<file path="config.mk">
export PLATFORM = sky130hd
export DESIGN_NAME = delay_config
export DESIGN_NICKNAME = d
export VERILOG_FILES = /design/src/sram_pkg.sv /design/src/delay_config.sv
export VERILOG_INCLUDE_DIRS = /design/src /design/src/src
export SDC_FILE = /design/constraint.sdc
export NUM_CORES = 1
export LEC_CHECK = 0
export BUFFER_PORTS_ARGS = -buffer_cell sky130_fd_sc_hd__buf_4
export CAP_MARGIN = 40
export CORE_AREA = 2 2 39 41
export DETAILED_ROUTE_END_ITERATION = 16
export DIE_AREA = 0 0 41 43
export GPL_TIMING_DRIVEN = 0
export PLACE_DENSITY = 0.38
export SETUP_SLACK_MARGIN = 0.05
export SYNTH_ARGS = -nofsm -noshare
export SYNTH_HDL_FRONTEND = slang
export SYNTH_SLANG_ARGS = --single-unit
</file>
<file path="constraint.sdc">
create_clock -name clk -period 1.2 [get_ports clk]
set_input_delay 0.12 -clock clk [delete_from_list [all_inputs] [get_ports clk]]
set_output_delay 0.12 -clock clk [all_outputs]
set_load 0.005 [all_outputs]
</file>
<file path="src/sram_defs.svh">
`ifndef SRAM_DEFS_SVH
`define SRAM_DEFS_SVH

// width of one stored word.
`define SRAM_DATA_W 32

// byte address width on the bus.
`define SRAM_ADDR_W 32

// words in the array, must be a power of two.
`define SRAM_DEPTH 256

// bounds the random extra response delay.
`define SRAM_MASK_W 4

`endif

</file>
<file path="src/sram_pkg.sv">
`default_nettype none

`include "sram_defs.svh"

package sram_pkg;

	typedef logic [`SRAM_DATA_W-1:0] word_t;
	typedef logic [`SRAM_ADDR_W-1:0] addr_t;
	typedef logic [`SRAM_DATA_W/8-1:0] strb_t;
	typedef logic [$clog2(`SRAM_DEPTH)-1:0] index_t;
	typedef logic [1:0] resp_t;
	typedef logic [`SRAM_MASK_W-1:0] mask_t;
	typedef logic [7:0] rand_t;

	localparam resp_t RESP_OKAY = 2'd0;
	localparam resp_t RESP_SLVERR = 2'd2;

	typedef struct packed {
		addr_t addr;
	} ar_req_t;

	typedef struct packed {
		addr_t addr;
	} aw_req_t;

	typedef struct packed {
		word_t data;
		strb_t strb;
	} w_req_t;

	typedef struct packed {
		word_t data;
		resp_t resp;
	} r_rsp_t;

	typedef enum logic [1:0] {
		idle,
		counting,
		done
	} delay_state_t;

endpackage

`default_nettype wire

</file>
<file path="src/delay_config.sv">
`timescale 1ns/1ps
`default_nettype none

`include "sram_defs.svh"

module delay_config import sram_pkg::*; (
	input logic clk,
	input logic reset,
	input logic cfg_wen,
	input mask_t cfg_mask,
	output mask_t delay_mask
);

	// up to three extra cycles out of reset.
	localparam mask_t RESET_MASK = 3;

	always_ff @(posedge clk) begin
		if (reset) begin
			delay_mask <= RESET_MASK;
		end else if (cfg_wen) begin
			delay_mask <= cfg_mask;
		end
	end

endmodule

`default_nettype wire

</file>
==> impl_metrics.json <==
{
  "finalCritPeriodShare_pct": 66.55,
  "largest_reg_flops": 4,
  "regMostFlops": "delay_mask",
  "hold_buffers": 0,
  "synth_top_family_by_area": "multiplexers",
  "path_clk_slew_ns": 0.04,
  "via_count": 150,
  "synthSimpleGateAreaFrac_pct": 14.55,
  "grt_usage_pct": 6.419,
  "clock_path_buffers": 2,
  "synthAdderAreaFrac_pct": 0,
  "synthesis.nets": 19,
  "synth_compound_area_share_pct": 12.73,
  "ys_types": 5,
  "setup_viol": 0,
  "drt-initial-drc-count": 1,
  "synth_top_area_share_pct": 58.18,
  "io_pins": 11,
  "drv_cap": 0,
  "crit_family": "flip-flops",
  "seq_area_um2": 80.08,
  "htree_num_levels": 1,
  "reg2reg_from": "delay_mask[0]",
  "finalNetCount": 34,
  "drive_gt1_share_pct": 52.00,
  "gp_congestion": 0.4823,
  "critical_path_depth": 1,
  "reg.largest.list": "delay_mask: 4 flops",
  "grt_max_degree": 7,
  "wl_um": 383,
  "powerDensity_mw_per_mm2": 1427,
  "yosysWarnings": 0,
  "cp-start-kind": "flip-flop",
  "die_h_um": 43,
  "whs_ns": 0.07819,
  "cts_setup_buffers": 0,
  "grt-ovfl-total": 0,
  "critical_path.max_fanout": 2,
  "drt_pass1_iterations": 2,
  "layout_min_cycle_time_ns": 0.7985,
  "avgViaCountPerCell": 3.659,
  "syn-instance-count": 12,
  "wl_per_cell_um": 9.341,
  "syn-cell-area_um2": 137.6,
  "hold_start": "reset",
  "yosys_most_used_dff": "dfxtp_1",
  "fin_setup_tns_ns": 0,
  "start_util_pct": 9.946,
  "syn2layout_area_growth_pct": 85.45,
  "coreArea_mm2": 0.001384,
  "crit_required_ns": 1.08,
  "multi_input_area_um2": 57.56,
  "timing.fmax_mhz": 1252,
  "max_stage_delay_ns": 0.33,
  "path_buf_inv": 1,
  "antenna_found_initial": 0,
  "arrival_ns": 0.68,
  "rsz0062_at_grt": "no",
  "holdCritPathClass": "input port to flip-flop",
  "io_buffers": 10,
  "root_buffer": "clkbuf_4",
  "yosys-top-cells-count": "dfxtp_1, a211o_1, mux2i_1, nor2_1, nor2b_1",
  "status": "completed",
  "synthTopCellsByArea": "dfxtp_1, mux2i_1, a211o_1",
  "avgSynthCellArea_um2": 11.47,
  "design_area_um2": 255.2,
  "cts_buffers": 3,
  "yosysTopAreaCell": "dfxtp_1",
  "max_slew_margin_pct": 92.07,
  "ant_nets": 0,
  "worstSetupStartpoint": "delay_mask[0]",
  "end_kind": "primary output",
  "async_flop_share_pct": 0,
  "rr_worst_depth": 2,
  "crit_chain": "buf_4",
  "cts_tree": "yes",
  "grt_pass1_wl_um": 593,
  "num_antenna_cells": 0,
  "dieWidth_um": 41,
  "drc": 0,
  "synth_xor_area_share_pct": 0,
  "fillCellCount": 154,
  "worst_pin_slew_ns": 0.1156,
  "synth-edff-count": 0,
  "leakagePower_uw": 0.0001221,
  "ys_seq_elements": 4,
  "holdPathStages": 2,
  "finClkSkew_ns": 0,
  "grt_pass1_vias": 140,
  "placed_cell_area_um2": 232.7,
  "cts-resized-gates": 0,
  "slew_viol_final": 0,
  "rows": 14,
  "cts_sinks": 4,
  "ys_seq_area_share_pct": 58.18,
  "post-synth-top-count-cell": "dfxtp_1",
  "cpMaxStageDelayCell": "dfxtp_1",
  "critical_path_class": "flip-flop to primary output",
  "hold_viol_final": 0,
  "irDropWorstVdd_mv": 0.6438,
  "clkLatencyLatePin_ns": 0.24,
  "fp.dieArea_mm2": 0.001763,
  "synthMuxAreaShare_pct": 14.55
}
==> cell type report <==
cell class	instances	area share, %
Clock buffer	3	8.824
Multi-Input combinational cell	8	22.55
Sequential cell	4	31.37
Tap cell	16	7.843
Timing Repair Buffer	10	29.41
==> path summary, 6_finish.rpt <==
path | to | slack, ns
worst min register to register | delay_mask[3] | 0.49
worst max-delay path | delay_mask[0] | 0.40
worst min-delay path | delay_mask[3] | 0.08
worst max register to register | delay_mask[0] | 0.44
==> where the power goes <==
part / leakage, µW / total, µW / internal, µW / switching [µW]
sequential: 0.0000332 / 147 / 142 / 4.32
combinational: 0.0000751 / 46.8 / 31.3 / 15.6
clock: 0.0000138 / 171 / 112 / 58.6
==> logic make-up (layout without fill, tap and decap cells) <==
logic type	count (synthesis)	after routing
buffers and inverters	0	13
AOI/OAI and AO/OA	2	2
muxes	2	2
and+or+nand+nor	4	4
DFF	4	4
==> per-stage QoR <==
stage	std cells	setup WS [ns]	util (%)	total power (µW)
after floorplan	12	0.4631	-	161.6
after global placement	38	0.4601	16.82	194.8
after detailed placement	38	0.4427	16.82	196.2
after CTS	41	0.3863	18.44	376.0
after global routing	41	0.3597	18.44	398.5
final	41	0.4015	18.44	364.3
==> cell usage in the layout, fill, tap and decap left out <==
cell / n
buf_4: 10
dfxtp_1: 4
clkbuf_4: 3
mux2i_1: 2
nor2_1: 2
nor2b_1: 2
a211o_1: 2
==> routing by layer <==
layer | GRT usage (%) | vias to the layer above | wire [µm]
met3 | 9.948 | 2 | 113
met4 | 6.000 | 0 | 8
met1 | 6.731 | 65 | 153
met5 | 0 | - | 0
li1 | - | 68 | -
met2 | 4.688 | 15 | 106
Power figures use the tool's default switching activity.
