===== config.mk =====
export PLATFORM = sky130hd
export DESIGN_NAME = axi_sram
export DESIGN_NICKNAME = d
export VERILOG_FILES = /design/src/sram_pkg.sv /design/src/axi_sram.sv /design/src/latency_delay.sv
export VERILOG_INCLUDE_DIRS = /design/src /design/src/src
export SDC_FILE = /design/constraint.sdc
export NUM_CORES = 1
export LEC_CHECK = 0
export BUFFER_PORTS_ARGS = -buffer_cell sky130_fd_sc_hd__clkbuf_2
export CAP_MARGIN = 20
export CORE_MARGIN = 2
export CORE_UTILIZATION = 36
export DETAILED_ROUTE_END_ITERATION = 6
export GPL_TIMING_DRIVEN = 0
export PLACE_DENSITY = 0.76
export SYNTH_ARGS = -nofsm -noshare
export SYNTH_HDL_FRONTEND = slang
export SYNTH_SLANG_ARGS = --single-unit

===== constraint.sdc =====
create_clock -name clk -period 2.46 [get_ports clk]
set_input_delay 0.492 -clock clk [delete_from_list [all_inputs] [get_ports clk]]
set_output_delay 0.492 -clock clk [all_outputs]
set_load 0.005 [all_outputs]

===== src/sram_defs.svh =====
`ifndef SRAM_DEFS_SVH
`define SRAM_DEFS_SVH

// width of one stored word.
`define SRAM_DATA_W 32

// byte address width on the bus.
`define SRAM_ADDR_W 32

// words in the array, must be a power of two.
`define SRAM_DEPTH 256

// bounds the random extra response delay.
`define SRAM_MASK_W 4

`endif


===== src/sram_pkg.sv =====
`default_nettype none

`include "sram_defs.svh"

package sram_pkg;

	typedef logic [`SRAM_DATA_W-1:0] word_t;
	typedef logic [`SRAM_ADDR_W-1:0] addr_t;
	typedef logic [`SRAM_DATA_W/8-1:0] strb_t;
	typedef logic [$clog2(`SRAM_DEPTH)-1:0] index_t;
	typedef logic [1:0] resp_t;
	typedef logic [`SRAM_MASK_W-1:0] mask_t;
	typedef logic [7:0] rand_t;

	localparam resp_t RESP_OKAY = 2'd0;
	localparam resp_t RESP_SLVERR = 2'd2;

	typedef struct packed {
		addr_t addr;
	} ar_req_t;

	typedef struct packed {
		addr_t addr;
	} aw_req_t;

	typedef struct packed {
		word_t data;
		strb_t strb;
	} w_req_t;

	typedef struct packed {
		word_t data;
		resp_t resp;
	} r_rsp_t;

	typedef enum logic [1:0] {
		idle,
		counting,
		done
	} delay_state_t;

endpackage

`default_nettype wire


===== src/axi_sram.sv =====
`timescale 1ns/1ps
`default_nettype none

`include "sram_defs.svh"

module axi_sram import sram_pkg::*; (
	input logic clk,
	input logic reset,

	input ar_req_t ar,
	input logic ar_valid,
	output logic ar_ready,

	output r_rsp_t r,
	output logic r_valid,
	input logic r_ready,

	input aw_req_t aw,
	input logic aw_valid,
	output logic aw_ready,

	input w_req_t w,
	input logic w_valid,
	output logic w_ready,

	output resp_t b_resp,
	output logic b_valid,
	input logic b_ready,

	input mask_t delay_mask,
	input rand_t rand_val,

	output logic rd_en,
	output index_t rd_index,
	input word_t rd_data,
	output logic wr_en,
	output index_t wr_index,
	output word_t wr_data,
	output strb_t wr_strb
);

	localparam int OFFSET_W = $clog2(`SRAM_DATA_W / 8);

	function automatic logic in_range(input addr_t addr);
		return addr[`SRAM_ADDR_W-1:OFFSET_W] < `SRAM_DEPTH;
	endfunction

	function automatic index_t to_index(input addr_t addr);
		return addr[OFFSET_W +: $bits(index_t)];
	endfunction

	logic ar_fire;
	logic r_fire;
	logic aw_fire;
	logic w_fire;
	logic b_fire;

	logic rd_pending;
	resp_t rd_resp;

	logic aw_held;
	logic w_held;
	logic wr_pending;
	logic wr_committed;
	logic aw_ok;
	aw_req_t aw_q;
	w_req_t w_q;

	assign ar_fire = ar_valid && ar_ready;
	assign r_fire = r_valid && r_ready;
	assign aw_fire = aw_valid && aw_ready;
	assign w_fire = w_valid && w_ready;
	assign b_fire = b_valid && b_ready;

	// read path: array is read on the address handshake itself.
	assign ar_ready = !rd_pending;
	assign rd_en = ar_fire;
	assign rd_index = to_index(ar.addr);

	always_ff @(posedge clk) begin
		if (reset) begin
			rd_pending <= 1'b0;
		end else if (ar_fire) begin
			rd_pending <= 1'b1;
		end else if (r_fire) begin
			rd_pending <= 1'b0;
		end
	end

	always_ff @(posedge clk) begin
		if (ar_fire) begin
			rd_resp <= in_range(ar.addr) ? RESP_OKAY : RESP_SLVERR;
		end
	end

	assign r.data = (rd_resp == RESP_OKAY) ? rd_data : '0;
	assign r.resp = rd_resp;

	latency_delay read_delay (
		.clk(clk),
		.reset(reset),
		.pending(rd_pending),
		.mask(delay_mask),
		.rand_val(rand_val),
		.ready_out(r_valid)
	);

	// write path: address and data are captured independently.
	assign aw_ready = !aw_held;
	assign w_ready = !w_held;
	assign wr_pending = aw_held && w_held;

	always_ff @(posedge clk) begin
		if (reset) begin
			aw_held <= 1'b0;
			w_held <= 1'b0;
			wr_committed <= 1'b0;
		end else begin
			if (b_fire) begin
				aw_held <= 1'b0;
				w_held <= 1'b0;
			end else begin
				if (aw_fire) begin
					aw_held <= 1'b1;
				end
				if (w_fire) begin
					w_held <= 1'b1;
				end
			end

			if (b_fire) begin
				wr_committed <= 1'b0;
			end else if (b_valid) begin
				wr_committed <= 1'b1;
			end
		end
	end

	always_ff @(posedge clk) begin
		if (aw_fire) begin
			aw_q <= aw;
		end
		if (w_fire) begin
			w_q <= w;
		end
	end

	latency_delay write_delay (
		.clk(clk),
		.reset(reset),
		.pending(wr_pending),
		.mask(delay_mask),
		.rand_val(rand_val),
		.ready_out(b_valid)
	);

	assign aw_ok = in_range(aw_q.addr);
	assign b_resp = aw_ok ? RESP_OKAY : RESP_SLVERR;

	// commit in the first response cycle, out-of-range writes dropped.
	assign wr_en = b_valid && !wr_committed && aw_ok;
	assign wr_index = to_index(aw_q.addr);
	assign wr_data = w_q.data;
	assign wr_strb = w_q.strb;

	r_hold: assert property (@(posedge clk) disable iff (reset)
		r_valid && !r_ready |=> r_valid && $stable(r));

	wr_single: assert property (@(posedge clk) disable iff (reset)
		wr_en |=> !wr_en);

endmodule

`default_nettype wire


===== src/latency_delay.sv =====
`timescale 1ns/1ps
`default_nettype none

`include "sram_defs.svh"

module latency_delay import sram_pkg::*; (
	input logic clk,
	input logic reset,
	input logic pending,
	input mask_t mask,
	input rand_t rand_val,
	output logic ready_out
);

	delay_state_t state;
	mask_t count;

	always_ff @(posedge clk) begin
		if (reset) begin
			state <= idle;
			count <= '0;
		end else begin
			case (state)
				idle: begin
					// extra delay is fixed at the start of the wait.
					if (pending) begin
						count <= rand_val[$bits(mask_t)-1:0] & mask;
						state <= counting;
					end
				end
				counting: begin
					if (!pending) begin
						state <= idle;
					end else if (count == '0) begin
						state <= done;
					end else begin
						count <= count - 1'b1;
					end
				end
				done: begin
					if (!pending) begin
						state <= idle;
					end
				end
				default: begin
					state <= idle;
				end
			endcase
		end
	end

	// drops together with pending, so a taken response is never repeated.
	assign ready_out = (state == done) && pending;

	// at least two cycles of pending before the output may rise.
	min_latency: assert property (@(posedge clk) disable iff (reset)
		ready_out |-> pending && $past(pending) && $past(pending, 2));

endmodule

`default_nettype wire


==> metrics.txt <==
CTS tree=built; number of buffers added on ports=227; clock-pin slew on the worst setup and hold paths=0.10 ns; via count=2685; slew margin rel.=33.0%; utilization after layout=54.4%; gr ovfl total=0; Chip Height=99.1 um; Post-Place Setup Slack=0.263 ns; outcome=finished, violations left; min-delay src=r_ready; cts bufs inserted=9; asr flop ratio synth=0%; crit share post-route=103%; Max Root-Sink Buffers=2; DR WL/cell=14.7 um; Die W=99.1 um; Max VDD drop=0.000450 V; initial antenna violation count=0; I/O pins=246; Mapped Area=3260 um^2; Clock Sinks=83; complex-gate fraction of the synthesized area=4.80%; Final #Nets=628; clock skew=0.00653 ns; Core ar.=8760 um^2; Leakage=2.18 nW; Synth Register Bits=83; startpoint types=flop; final slew viol count=0; Worst Path Required=1.97 ns; Max Clk Rate=395 MHz; Via density=4.57; layout cells sized above 1=55.4%; WP data arrival=2.04 ns; P per Cell Area=608 nW/um^2; Root Buffer=clkbuf_8; routability cong.=0.900; largest net degree at the start of global routing=37; Gate Count Post-Synth=235; drt initial violations=80; TNS Setup=-0.0724 ns; initial core utilization=37.2%; prevailing post-synth register cell=edfxtp_1; Synth Area in Adders=0.768%; Tmin final=2.53 ns; violated checks=setup timing; YS warnings=0; Tightest Pin Transition=1.00 ns; crit end category=output port; first-pass GRT wire length=12.9 mm; Die ar.=9820 um^2; CP max FO=2; simple-gate share of the synthesized area=16.4%; RR Startpoint=read_delay.count[0]; Site Rows=34; Setup violations, final=1; largest family of logic cells by synthesized area=simple AND/OR/NAND/NOR gates; Post-synth EDFFs=67; # DRC=0; xor/xnor share of the synthesized area=0.538%; Final Hold Viols=0; critical path startpoint=aw_q[26]; total track usage=17.3%; Mean Syn Cell Area=13.9 um^2; Crit Path Category=flop to output port; vias in the first global route=2735; RSZ-0062 raised after global routing=yes; antenna-violating nets left=0; Antenna Cells=0; worst skew pair latency=0.34 ns; Post-Route WL=8.62 mm; max-cap viol count=0; H-tree Lvls=3; Seq/Total Area, Yosys=71.6%; Yosys cell types=33; Tightest Hold Check Type=input port to flop; post-synthesis mux area share=0%; DPL Wire Length=7.21 mm; DRT Pass-1 Iters=4; final worst slack=-0.0724 ns; area delta synth->final=46.4%
==> synth_stat cells, drive strengths merged (4+ instances only) <==
cell type / n / area share [%]
nor2: 10 / 1.2
nor2b: 38 / 7.3
nor3b: 5 / 1.3
nor3: 5 / 0.77
clkbuf: 6 / 0.69
o21ai: 4 / 0.61
a21oi: 9 / 1.4
inv: 8 / 0.92
buf: 18 / 4.1
or4: 4 / 1.0
dfxtp: 16 / 9.8
nand2: 8 / 0.92
nor4: 8 / 1.5
edfxtp: 67 / 62
==> timing repair <==
item	4_1_cts	5_1_grt
gates cloned	0	0
setup buffers	0	0
resized for setup	0	1
endpoints found under the setup margin	1	1
pin swaps	0	1
hold buffers	0	0
==> final cells by class <==
class / instances / area [um^2]
repair buffers: 228 / 1160
fillers: 765 / 3990
plain buffers: 24 / 158
multi-input cells: 121 / 751
well taps: 108 / 135
clock inverters: 7 / 76.3
clock buffers: 9 / 124
flip-flops and latches: 83 / 2330
inverters: 8 / 30.0
==> cells by family (layout without fill, tap and decap cells) <==
kind of cell	after synthesis	in the layout
xor+xnor	2	2
simple gates	90	90
fa+ha+maj	2	2
other cells	1	2
buf+inv	32	276
compound gates	25	25
flops	83	83
==> power by group <==
| group | total (mW) | internal [mW] | switching [mW] |
|---|---|---|---|
| Clock | 0.961 | 0.405 | 0.556 |
| Sequential | 1.63 | 1.60 | 0.0289 |
| Combinational | 0.308 | 0.174 | 0.134 |
==> cells in the final DEF (no fill, tap or decap), drive strengths merged, types with 2 or more instances in the layout <==
cell type	n
a211oi	3
inv	13
ha	2
dfxtp	16
nor4	8
buf	20
conb	2
nor2b	38
a31oi	2
nand3	2
nand4	2
o211ai	2
o21a	3
nor2	10
nor3b	5
clkbuf	241
o21ai	4
a21oi	9
nor3	5
nand2	8
clkinv	2
or4	4
and3	2
nand2b	3
edfxtp	67
==> layer usage <==
metal | vias to the layer above | part of all wire, % | track usage [%]
met5 | - | 0 | 0
met4 | 0 | 2.9 | 7.59
met3 | 19 | 9.7 | 6.11
met2 | 151 | 56 | 33.9
met1 | 1207 | 31 | 15.7
li1 | 1308 | - | -
==> path summary, 6_finish.rpt <==
check,endpoint,slack [ns],cells after the start
worst max-delay path,wr_en,-0.07,4
worst min-delay path,rd_pending,0.31,2
worst max register to register,read_delay.count[0],0.82,6
worst min register to register,read_delay.count[3],0.48,2
==> through the flow <==
| stage | instances | cell area (um^2) | hold WS, ns | power, mW |
|---|---|---|---|---|
| 4_1_cts | 588 | 4770 | 0.288 | 2.95 |
| 5_1_grt | 588 | 4770 | 0.284 | 3.03 |
| 3_3_place_gp | 571 | 4530 | 0.460 | 1.96 |
| 2_1_floorplan | 236 | 3260 | 0.445 | 1.78 |
| 3_5_place_dp | 572 | 4570 | 0.471 | 1.98 |
| 6_report | 588 | 4770 | 0.310 | 2.90 |
==> state kept, by name, summed over array words and instances, names as in the netlist <==
signal             count
aw_held                1
aw_q                  30
rd_pending             1
rd_resp                1
read_delay.count       4
read_delay.state       2
w_held                 1
wr_committed           1
wr_data               32
wr_strb                4
write_delay.count      4
write_delay.state      2
==> worst max-delay path, cell delays in order (launching register included) <==
cell and delay [ns]:
edfxtp_1 0.36, or4_1 0.53, or4_4 0.52, nor3b_2 0.16, buf_2 0.13
Power figures use the tool's default switching activity.
