--- src/sram_defs.svh ---
`ifndef SRAM_DEFS_SVH
`define SRAM_DEFS_SVH

// width of one stored word.
`define SRAM_DATA_W 32

// byte address width on the bus.
`define SRAM_ADDR_W 32

// words in the array, must be a power of two.
`define SRAM_DEPTH 256

// bounds the random extra response delay.
`define SRAM_MASK_W 4

`endif

--- src/sram_pkg.sv ---
`default_nettype none

`include "sram_defs.svh"

package sram_pkg;

	typedef logic [`SRAM_DATA_W-1:0] word_t;
	typedef logic [`SRAM_ADDR_W-1:0] addr_t;
	typedef logic [`SRAM_DATA_W/8-1:0] strb_t;
	typedef logic [$clog2(`SRAM_DEPTH)-1:0] index_t;
	typedef logic [1:0] resp_t;
	typedef logic [`SRAM_MASK_W-1:0] mask_t;
	typedef logic [7:0] rand_t;

	localparam resp_t RESP_OKAY = 2'd0;
	localparam resp_t RESP_SLVERR = 2'd2;

	typedef struct packed {
		addr_t addr;
	} ar_req_t;

	typedef struct packed {
		addr_t addr;
	} aw_req_t;

	typedef struct packed {
		word_t data;
		strb_t strb;
	} w_req_t;

	typedef struct packed {
		word_t data;
		resp_t resp;
	} r_rsp_t;

	typedef enum logic [1:0] {
		idle,
		counting,
		done
	} delay_state_t;

endpackage

`default_nettype wire

--- src/lfsr_random.sv ---
`timescale 1ns/1ps
`default_nettype none

`include "sram_defs.svh"

module lfsr_random import sram_pkg::*; (
	input logic clk,
	input logic reset,
	output rand_t rand_val
);

	// x^8 + x^6 + x^5 + x^4 + 1, right-shifting form.
	localparam rand_t TAPS = 8'hb8;
	localparam rand_t SEED = 8'ha5;

	rand_t state;

	always_ff @(posedge clk) begin
		if (reset) begin
			state <= SEED;
		end else begin
			state <= {1'b0, state[7:1]} ^ (state[0] ? TAPS : '0);
		end
	end

	assign rand_val = state;

endmodule

`default_nettype wire

--- config.mk ---
export PLATFORM = sky130hd
export DESIGN_NAME = lfsr_random
export DESIGN_NICKNAME = d
export VERILOG_FILES = /design/src/sram_pkg.sv /design/src/lfsr_random.sv
export VERILOG_INCLUDE_DIRS = /design/src /design/src/src
export SDC_FILE = /design/constraint.sdc
export NUM_CORES = 1
export LEC_CHECK = 0
export BUFFER_PORTS_ARGS = -buffer_cell sky130_fd_sc_hd__buf_2
export CORE_AREA = 2 2 39 41
export CTS_BUF_LIST = sky130_fd_sc_hd__clkbuf_16
export DETAILED_ROUTE_END_ITERATION = 10
export DIE_AREA = 0 0 41 43
export GPL_ROUTABILITY_DRIVEN = 0
export HOLD_SLACK_MARGIN = 0.06
export SLEW_MARGIN = 20
export SYNTH_ARGS = -nofsm -noshare
export SYNTH_HDL_FRONTEND = slang
export SYNTH_SLANG_ARGS = --single-unit
--- constraint.sdc ---
create_clock -name clk -period 1.2 [get_ports clk]
set_input_delay 0.36 -clock clk [delete_from_list [all_inputs] [get_ports clk]]
set_output_delay 0.36 -clock clk [all_outputs]
set_load 0.02 [all_outputs]
==> impl_metrics.tcl, run 1 <==
set metrics [dict create \
    status "complete, no violations" \
    worstSetupEndpointType "primary output" \
    grt_pass1_wl_um 538 \
    ant_nets 0 \
    die_h_um 43 \
    layout_common_cells "9 x buf_2, 7 x dfxtp_1, 3 x xnor2_1, 3 x or2_1, 3 x clkbuf_16" \
    syn_area_um2 231.5 \
    diodes 0 \
    ctsRootBufferMaster "clkbuf_16" \
    cts_tree "yes" \
    pin_count 10 \
    synth_warnings 0 \
    powerDensity_nw_per_um2 2533 \
    clock_skew_ns 0.001924 \
    hold_class "input port to flop" \
    final_max_slew_viol_count 0 \
    die_area_um2 1763 \
    tightest_slew_ns 0.1474 \
    syn_to_final_growth_pct 61.08 \
    grt_start_max_net_pins 9 \
    vias_per_cell 3.468 \
    crit_path_max_fanout 5 \
    pre_cts_slack_ns 0.2375 \
    first_pass_iters 2 \
    reg2reg_from "rand_val[0]" \
    hold_viol_final 0 \
    placedInstanceArea_um2 296.5 \
    path_delay_family "flip-flops" \
    syn_nets 21 \
    drt_wl_total_um 402 \
    synth.distinct_cells 6 \
    p_leak_nw 0.1616 \
    overflow 0 \
    start_kind "flop" \
    core_um2 1384 \
    relSlewSlack_pct 90.11 \
    wl_per_cell_um 8.553 \
    yosys_register_bits 8 \
    drc_errors 0 \
    cts.sinks 8 \
    largest_register_ffs 8 \
    fin_crit_sh_pct 94.15 \
    clkSlewWorstSetupHoldPaths_ns 0.04 \
    ir_drop_mv 1.102 \
    crit_slowest_cell "dfxtp_2" \
    synth_area_per_cell_um2 12.18 \
    place.port_buffers 9 \
    cts_made_buffers 3 \
    vias 163 \
    rsz0062_at_grt "no" \
    initial_core_util_pct 16.73 \
    report.final.setup_viol 0 \
    die_x_um 41 \
    setup.worst_path.class "flop to primary output" \
    final_common_cell "buf_2" \
    grt_usage_pct 5.533 \
    rows 14 \
    nNetsFinal 35 \
    h-tree-depth 1 \
    worst-path-buf-inv 1 \
    clk_latency_ns 0.23 \
    startpoint "rand_val[0]" \
    max_stage_delay_ns 0.37 \
    synth-seq-area-share_pct 69.19 \
    layout_min_cycle_time_ns 1.130 \
    fin_ws_ns 0.07017 \
    tns_ns 0 \
    antenna_found_initial 0 \
    drtIter0Drc 3 \
    fmax_ghz 0.8851 \
    synthCells 19 \
    worstPathArrival_ns 0.77 \
    critPathRequiredTime_ns 0.84 \
    clockBufferDepth 2 \
    maxCapViolCount 0 \
    crit_chain "buf_2" \
    hold_path.startpoint "reset" \
    final_area_um2 372.9 \
    grt_pass1_vias 125 \
    drive_gt1_share_pct 41.94 \
]
power breakdown:
group	total (mW)	internal (mW)	leakage, nW	switching [mW]
registers	0.308	0.293	0.0668	0.0153
clock network	0.551	0.429	0.0370	0.122
logic	0.0853	0.0354	0.0578	0.0499
total	0.945	0.757	0.162	0.188
metrics by stage:
step                cells  utilization (%)  hold slack, ns  total power [mW]
global route           47            26.94          0.4015            0.9825
finish                 47            26.94          0.3820            0.9445
CTS                    47            26.94          0.3861            0.9581
floorplan              19                -          0.4316            0.3654
detailed placement     44            21.43          0.4249            0.3976
global placement       44            21.43          0.4198            0.3974
per-layer routing:
| metal | global-route usage [%] | up-vias | share of wire [%] |
|---|---|---|---|
| met4 | 2.000 | 0 | 0 |
| met3 | 7.853 | 0 | 10 |
| met2 | 4.688 | 9 | 35 |
| met1 | 7.120 | 71 | 55 |
| met5 | 0 | - | 0 |
| li1 | - | 83 | - |
what timing repair did:
item | in CTS | in global routing
setup endpoints to repair | 1 | 0
resized for setup | 1 | 0
hold buffers | 0 | 0
endpoints found under the hold margin | 0 | 0
buffers inserted | 0 | 0
path summary, 6_finish.rpt:
check,to,slack (ns),cells after the start
setup / recovery,rand_val[0],0.07,1
hold / removal,rand_val[3],0.38,2
setup reg to reg,rand_val[7],0.52,1
hold reg to reg,rand_val[2],0.44,1
cell type report:
type | count | area [um^2]
flip-flops and latches | 8 | 161.4
repair buffers | 9 | 45.04
multi-input cells | 11 | 71.32
clock buffers | 3 | 75.07
fillers | 148 | 1011
well taps | 16 | 20.02
logic make-up (layout without fill, tap and decap cells):
| group | after synthesis | in the layout | synth area share [%] |
|---|---|---|---|
| flops | 8 | 8 | 69.19 |
| xor+xnor | 3 | 3 | 11.35 |
| simple gates | 8 | 8 | 19.46 |
| buf+inv | 0 | 12 | 0 |
Yosys cell counts, drive strengths merged:
cell type / number / area, um^2
dfxtp: 8 / 160.2
or2: 3 / 18.77
xnor2: 3 / 26.28
nor2: 2 / 7.510
nor2b: 2 / 12.51
nand2b: 1 / 6.260
Note: power is estimated with default switching activity, not from simulation.
==> run 2, diff against run 1 <==
ABC_CLOCK_PERIOD_IN_PS = 1200   (was unset)
CTS_BUF_LIST = sky130_fd_sc_hd__clkbuf_4 sky130_fd_sc_hd__clkbuf_8   (was sky130_fd_sc_hd__clkbuf_16)
==> impl_metrics.tcl, run 2 (synthesis results as in run 1) <==
set metrics [dict create \
    status "complete, no violations" \
    hold_class "input port to flop" \
    pre_cts_slack_ns 0.2375 \
    final_max_slew_viol_count 0 \
    drc_errors 0 \
    die_area_um2 1763 \
    antenna_found_initial 0 \
    p_leak_nw 0.1384 \
    ctsRootBufferMaster "clkbuf_4" \
    syn_to_final_growth_pct 38.38 \
    layout_min_cycle_time_ns 1.152 \
    crit_chain "buf_2" \
    clock_skew_ns 0.006403 \
    crit_slowest_cell "dfxtp_2" \
    core_um2 1384 \
    path_delay_family "flip-flops" \
    rows 14 \
    tightest_slew_ns 0.1453 \
    setup.worst_path.class "flop to primary output" \
    cts_made_buffers 3 \
    cts_tree "yes" \
    final_common_cell "buf_2" \
    h-tree-depth 1 \
    clk_latency_ns 0.25 \
    grt_pass1_wl_um 524 \
    maxCapViolCount 0 \
    diodes 0 \
    critPathRequiredTime_ns 0.84 \
    layout_common_cells "9 x buf_2, 7 x dfxtp_1, 3 x xnor2_1, 3 x or2_1, 3 x clkbuf_4" \
    overflow 0 \
    vias 159 \
    wl_per_cell_um 8.681 \
    cts.sinks 8 \
    largest_register_ffs 8 \
    grt_usage_pct 5.433 \
    placedInstanceArea_um2 296.5 \
    drtIter0Drc 3 \
    clockBufferDepth 2 \
    first_pass_iters 2 \
    fin_hold_ws_ns 0.3613 \
    hold_viol_final 0 \
    die_h_um 43 \
    report.final.setup_viol 0 \
    fin_ws_ns 0.04754 \
    crit_path_max_fanout 5 \
    ant_nets 0 \
    initial_core_util_pct 16.73 \
    rsz0062_at_grt "no" \
    grt_pass1_vias 130 \
    worst-path-buf-inv 1 \
    clkSlewWorstSetupHoldPaths_ns 0.06 \
    ir_drop_mv 0.8209 \
    worstSetupEndpointType "primary output" \
    grt_start_max_net_pins 9 \
    start_kind "flop" \
    place.port_buffers 9 \
    nNetsFinal 35 \
    fin_total_pwr_uw 595.6 \
    fin_crit_sh_pct 96.04 \
    vias_per_cell 3.383 \
    final_area_um2 320.3 \
    max_stage_delay_ns 0.37 \
    fmax_ghz 0.8677 \
    worstPathArrival_ns 0.79 \
    pin_count 10 \
    die_x_um 41 \
    drive_gt1_share_pct 41.94 \
    relSlewSlack_pct 90.25 \
    drt_wl_total_um 408 \
    powerDensity_nw_per_um2 1859 \
    tns_ns 0 \
]
==> run 2: power breakdown <==
group | internal, mW | leakage, nW | switching [mW] | total, mW
logic | 0.0354 | 0.0578 | 0.0502 | 0.0856
clock network | 0.114 | 0.0138 | 0.0890 | 0.203
registers | 0.291 | 0.0668 | 0.0156 | 0.307
total | 0.441 | 0.138 | 0.155 | 0.596
==> run 2: repair_timing <==
action,CTS,global route
hold buffers,0,0
endpoints found under the setup margin,1,0
resized for setup,1,0
endpoints found under the hold margin,0,0
buffers inserted,0,0
==> run 2: final timing paths <==
kind	to	slack [ns]	start	cells past startpoint
setup / recovery	rand_val[0]	0.05	rand_val[0]	1
hold / removal	rand_val[6]	0.36	reset	2
setup reg to reg	rand_val[7]	0.52	rand_val[0]	1
hold reg to reg	rand_val[0]	0.45	rand_val[1]	1
==> run 2: per-stage QoR <==
step,utilization (%),cells
finish,23.15,47
global route,23.15,47
CTS,23.15,47
detailed placement,21.43,44
global placement,21.43,44
floorplan,-,19
==> run 2: layout make-up <==
type / instances / area [um^2]
tap: 16 / 20.02
fill: 148 / 1064
multi-input combinational: 11 / 71.32
timing repair buffer: 9 / 45.04
clock buffer: 3 / 22.52
sequential: 8 / 161.4
==> run 2: layer usage <==
layer | vias to the layer above | share of wire, % | track usage [%]
li1 | 82 | - | -
met4 | 0 | 0 | 2.000
met3 | 0 | 13 | 7.853
met2 | 11 | 33 | 4.375
met5 | - | 0 | 0
met1 | 66 | 53 | 7.120
==> run 3, diff against run 2 <==
ABC_AREA = 1   (was unset)
==> impl_metrics.tcl, run 3 <==
set metrics [dict create \
    worstReg2RegEnd "rand_val[5]" \
    yosys_register_bits 8 \
    synth_warnings 0 \
    synth_ff_type "dfxtp_1" \
    status "complete, no violations" \
    grt_start_max_net_pins 8 \
    largest_register_ffs 8 \
    path_delay_family "flip-flops" \
    clock_skew_ns 0.002884 \
    reg2reg_from "rand_val[0]" \
    pin_count 10 \
    final_area_um2 334.1 \
    h-tree-depth 1 \
    crit_slowest_cell "dfxtp_2" \
    grt_pass1_vias 158 \
    final_common_cell "buf_2" \
    layout_min_cycle_time_ns 1.163 \
    cts_made_buffers 3 \
    hpwl_um 325.8 \
    clockBufferDepth 2 \
    async_flop_share_pct 0 \
    yosysMostFrequentCell "dfxtp_1" \
    rows 14 \
    synth.distinct_cells 6 \
    maxCapViolCount 0 \
    tns_ns 0 \
    syn_to_final_growth_pct 36.22 \
    antenna_found_initial 0 \
    drt_wl_total_um 463 \
    grt_pass1_wl_um 607 \
    post_cts_buffers 0 \
    synth_top_area_share_pct 65.31 \
    core_um2 1384 \
    vias 190 \
    r2r_setup_slack_ns 0.53 \
    yosysTopAreaCell "dfxtp_1" \
    wl_per_cell_um 8.123 \
    diodes 0 \
    worstPathArrival_ns 0.80 \
    fin_hold_ws_ns 0.3159 \
    hold_class "input port to flop" \
    hold_path.startpoint "reset" \
    syn_area_um2 245.2 \
    hold_viol_final 0 \
    min_to "rand_val[1]" \
    fmax_ghz 0.8598 \
    synth-seq-area-share_pct 65.31 \
    synth_area_per_cell_um2 8.456 \
    layout_common_cells "9 x buf_2, 7 x nand2_1, 7 x dfxtp_1, 6 x nor2_1, 5 x inv_1" \
    p_leak_nw 0.1841 \
    first_pass_iters 4 \
    crit_chain "buf_2" \
    synthCells 29 \
    clk_latency_ns 0.25 \
    worst-path-buf-inv 1 \
    cts_tree "yes" \
    final_max_slew_viol_count 0 \
    reg2reg_depth 3 \
    placedInstanceArea_um2 310.3 \
    synth_edf_count 0 \
    max_stage_delay_ns 0.38 \
    drtIter0Drc 4 \
    syn_nets 31 \
    die_h_um 43 \
    grt_usage_pct 6.036 \
    die_area_um2 1763 \
    synth.area.top_cells "dfxtp_1 65%, nand2_1 11%, nor2_1 9.2%" \
    ant_nets 0 \
    powerDensity_nw_per_um2 1724 \
    vias_per_cell 3.333 \
    initial_core_util_pct 17.72 \
    tightest_slew_ns 0.1217 \
    drive_gt1_share_pct 31.71 \
    hold_depth 2 \
    start_kind "flop" \
    ctsRootBufferMaster "clkbuf_4" \
    drc_errors 0 \
    clkSlewWorstSetupHoldPaths_ns 0.05 \
    setup.worst_path.class "flop to primary output" \
    fin_crit_sh_pct 96.92 \
    nNetsFinal 45 \
    worstSetupEndpointType "primary output" \
    rsz0062_at_grt "no" \
    report.final.setup_viol 0 \
    ir_drop_mv 0.4477 \
    crit_path_max_fanout 7 \
    cts.sinks 8 \
    die_x_um 41 \
    relSlewSlack_pct 91.85 \
    overflow 0 \
    synth_common_cells "8 x dfxtp_1, 7 x nand2_1, 6 x nor2_1" \
    critPathRequiredTime_ns 0.84 \
    place.port_buffers 9 \
]
[run 3: area by class of cell]
class,instances,area (um^2)
tap,16,20.02
multi-input combinational,16,66.31
fill,160,1050
inverter,5,18.77
clock buffer,3,22.52
timing repair buffer,9,45.04
sequential,8,161.4
[run 3: power breakdown]
part / total [mW] / switching [mW] / internal [mW]
combinational: 0.0743 / 0.0483 / 0.0260
sequential: 0.302 / 0.0136 / 0.288
clock: 0.200 / 0.0859 / 0.114
[run 3: cells by family (layout without fill, tap and decap cells)]
| family | after synthesis | count (layout) | synth area share [%] |
|---|---|---|---|
| flops | 8 | 8 | 65.30 |
| buf+inv | 5 | 17 | 7.654 |
| simple gates | 16 | 16 | 27.04 |
[run 3: metrics by stage]
stage	power [mW]	util (%)	setup slack, ns	cells
2_1_floorplan	0.3533	-	0.3519	29
3_3_place_gp	0.3811	22.42	0.2545	54
3_5_place_dp	0.3818	22.42	0.2323	54
4_1_cts	0.5942	24.14	0.02272	57
5_1_grt	0.6145	24.14	0.006046	57
6_report	0.5759	24.14	0.03699	57
[run 3: worst max-delay path by stage]
stage / cells past startpoint / startpoint / slack (ns) / end
floorplan: 0 / rand_val[0] / 0.35 / rand_val[0]
global placement: 1 / rand_val[0] / 0.25 / rand_val[0]
detailed placement: 1 / rand_val[0] / 0.23 / rand_val[0]
CTS: 1 / rand_val[0] / 0.02 / rand_val[0]
global route: 1 / rand_val[0] / 0.006 / rand_val[0]
finish: 1 / rand_val[0] / 0.04 / rand_val[0]
[run 3: what timing repair did]
action | in CTS | in global routing
setup endpoints to repair | 1 | 0
resized for setup | 1 | 0
hold buffers | 0 | 0
[run 3: routing by layer]
layer,GRT usage (%),part of all wire (%)
met1,7.767,48
met2,5.625,40
met3,3.141,8.6
met4,8.000,2.2
met5,0,0
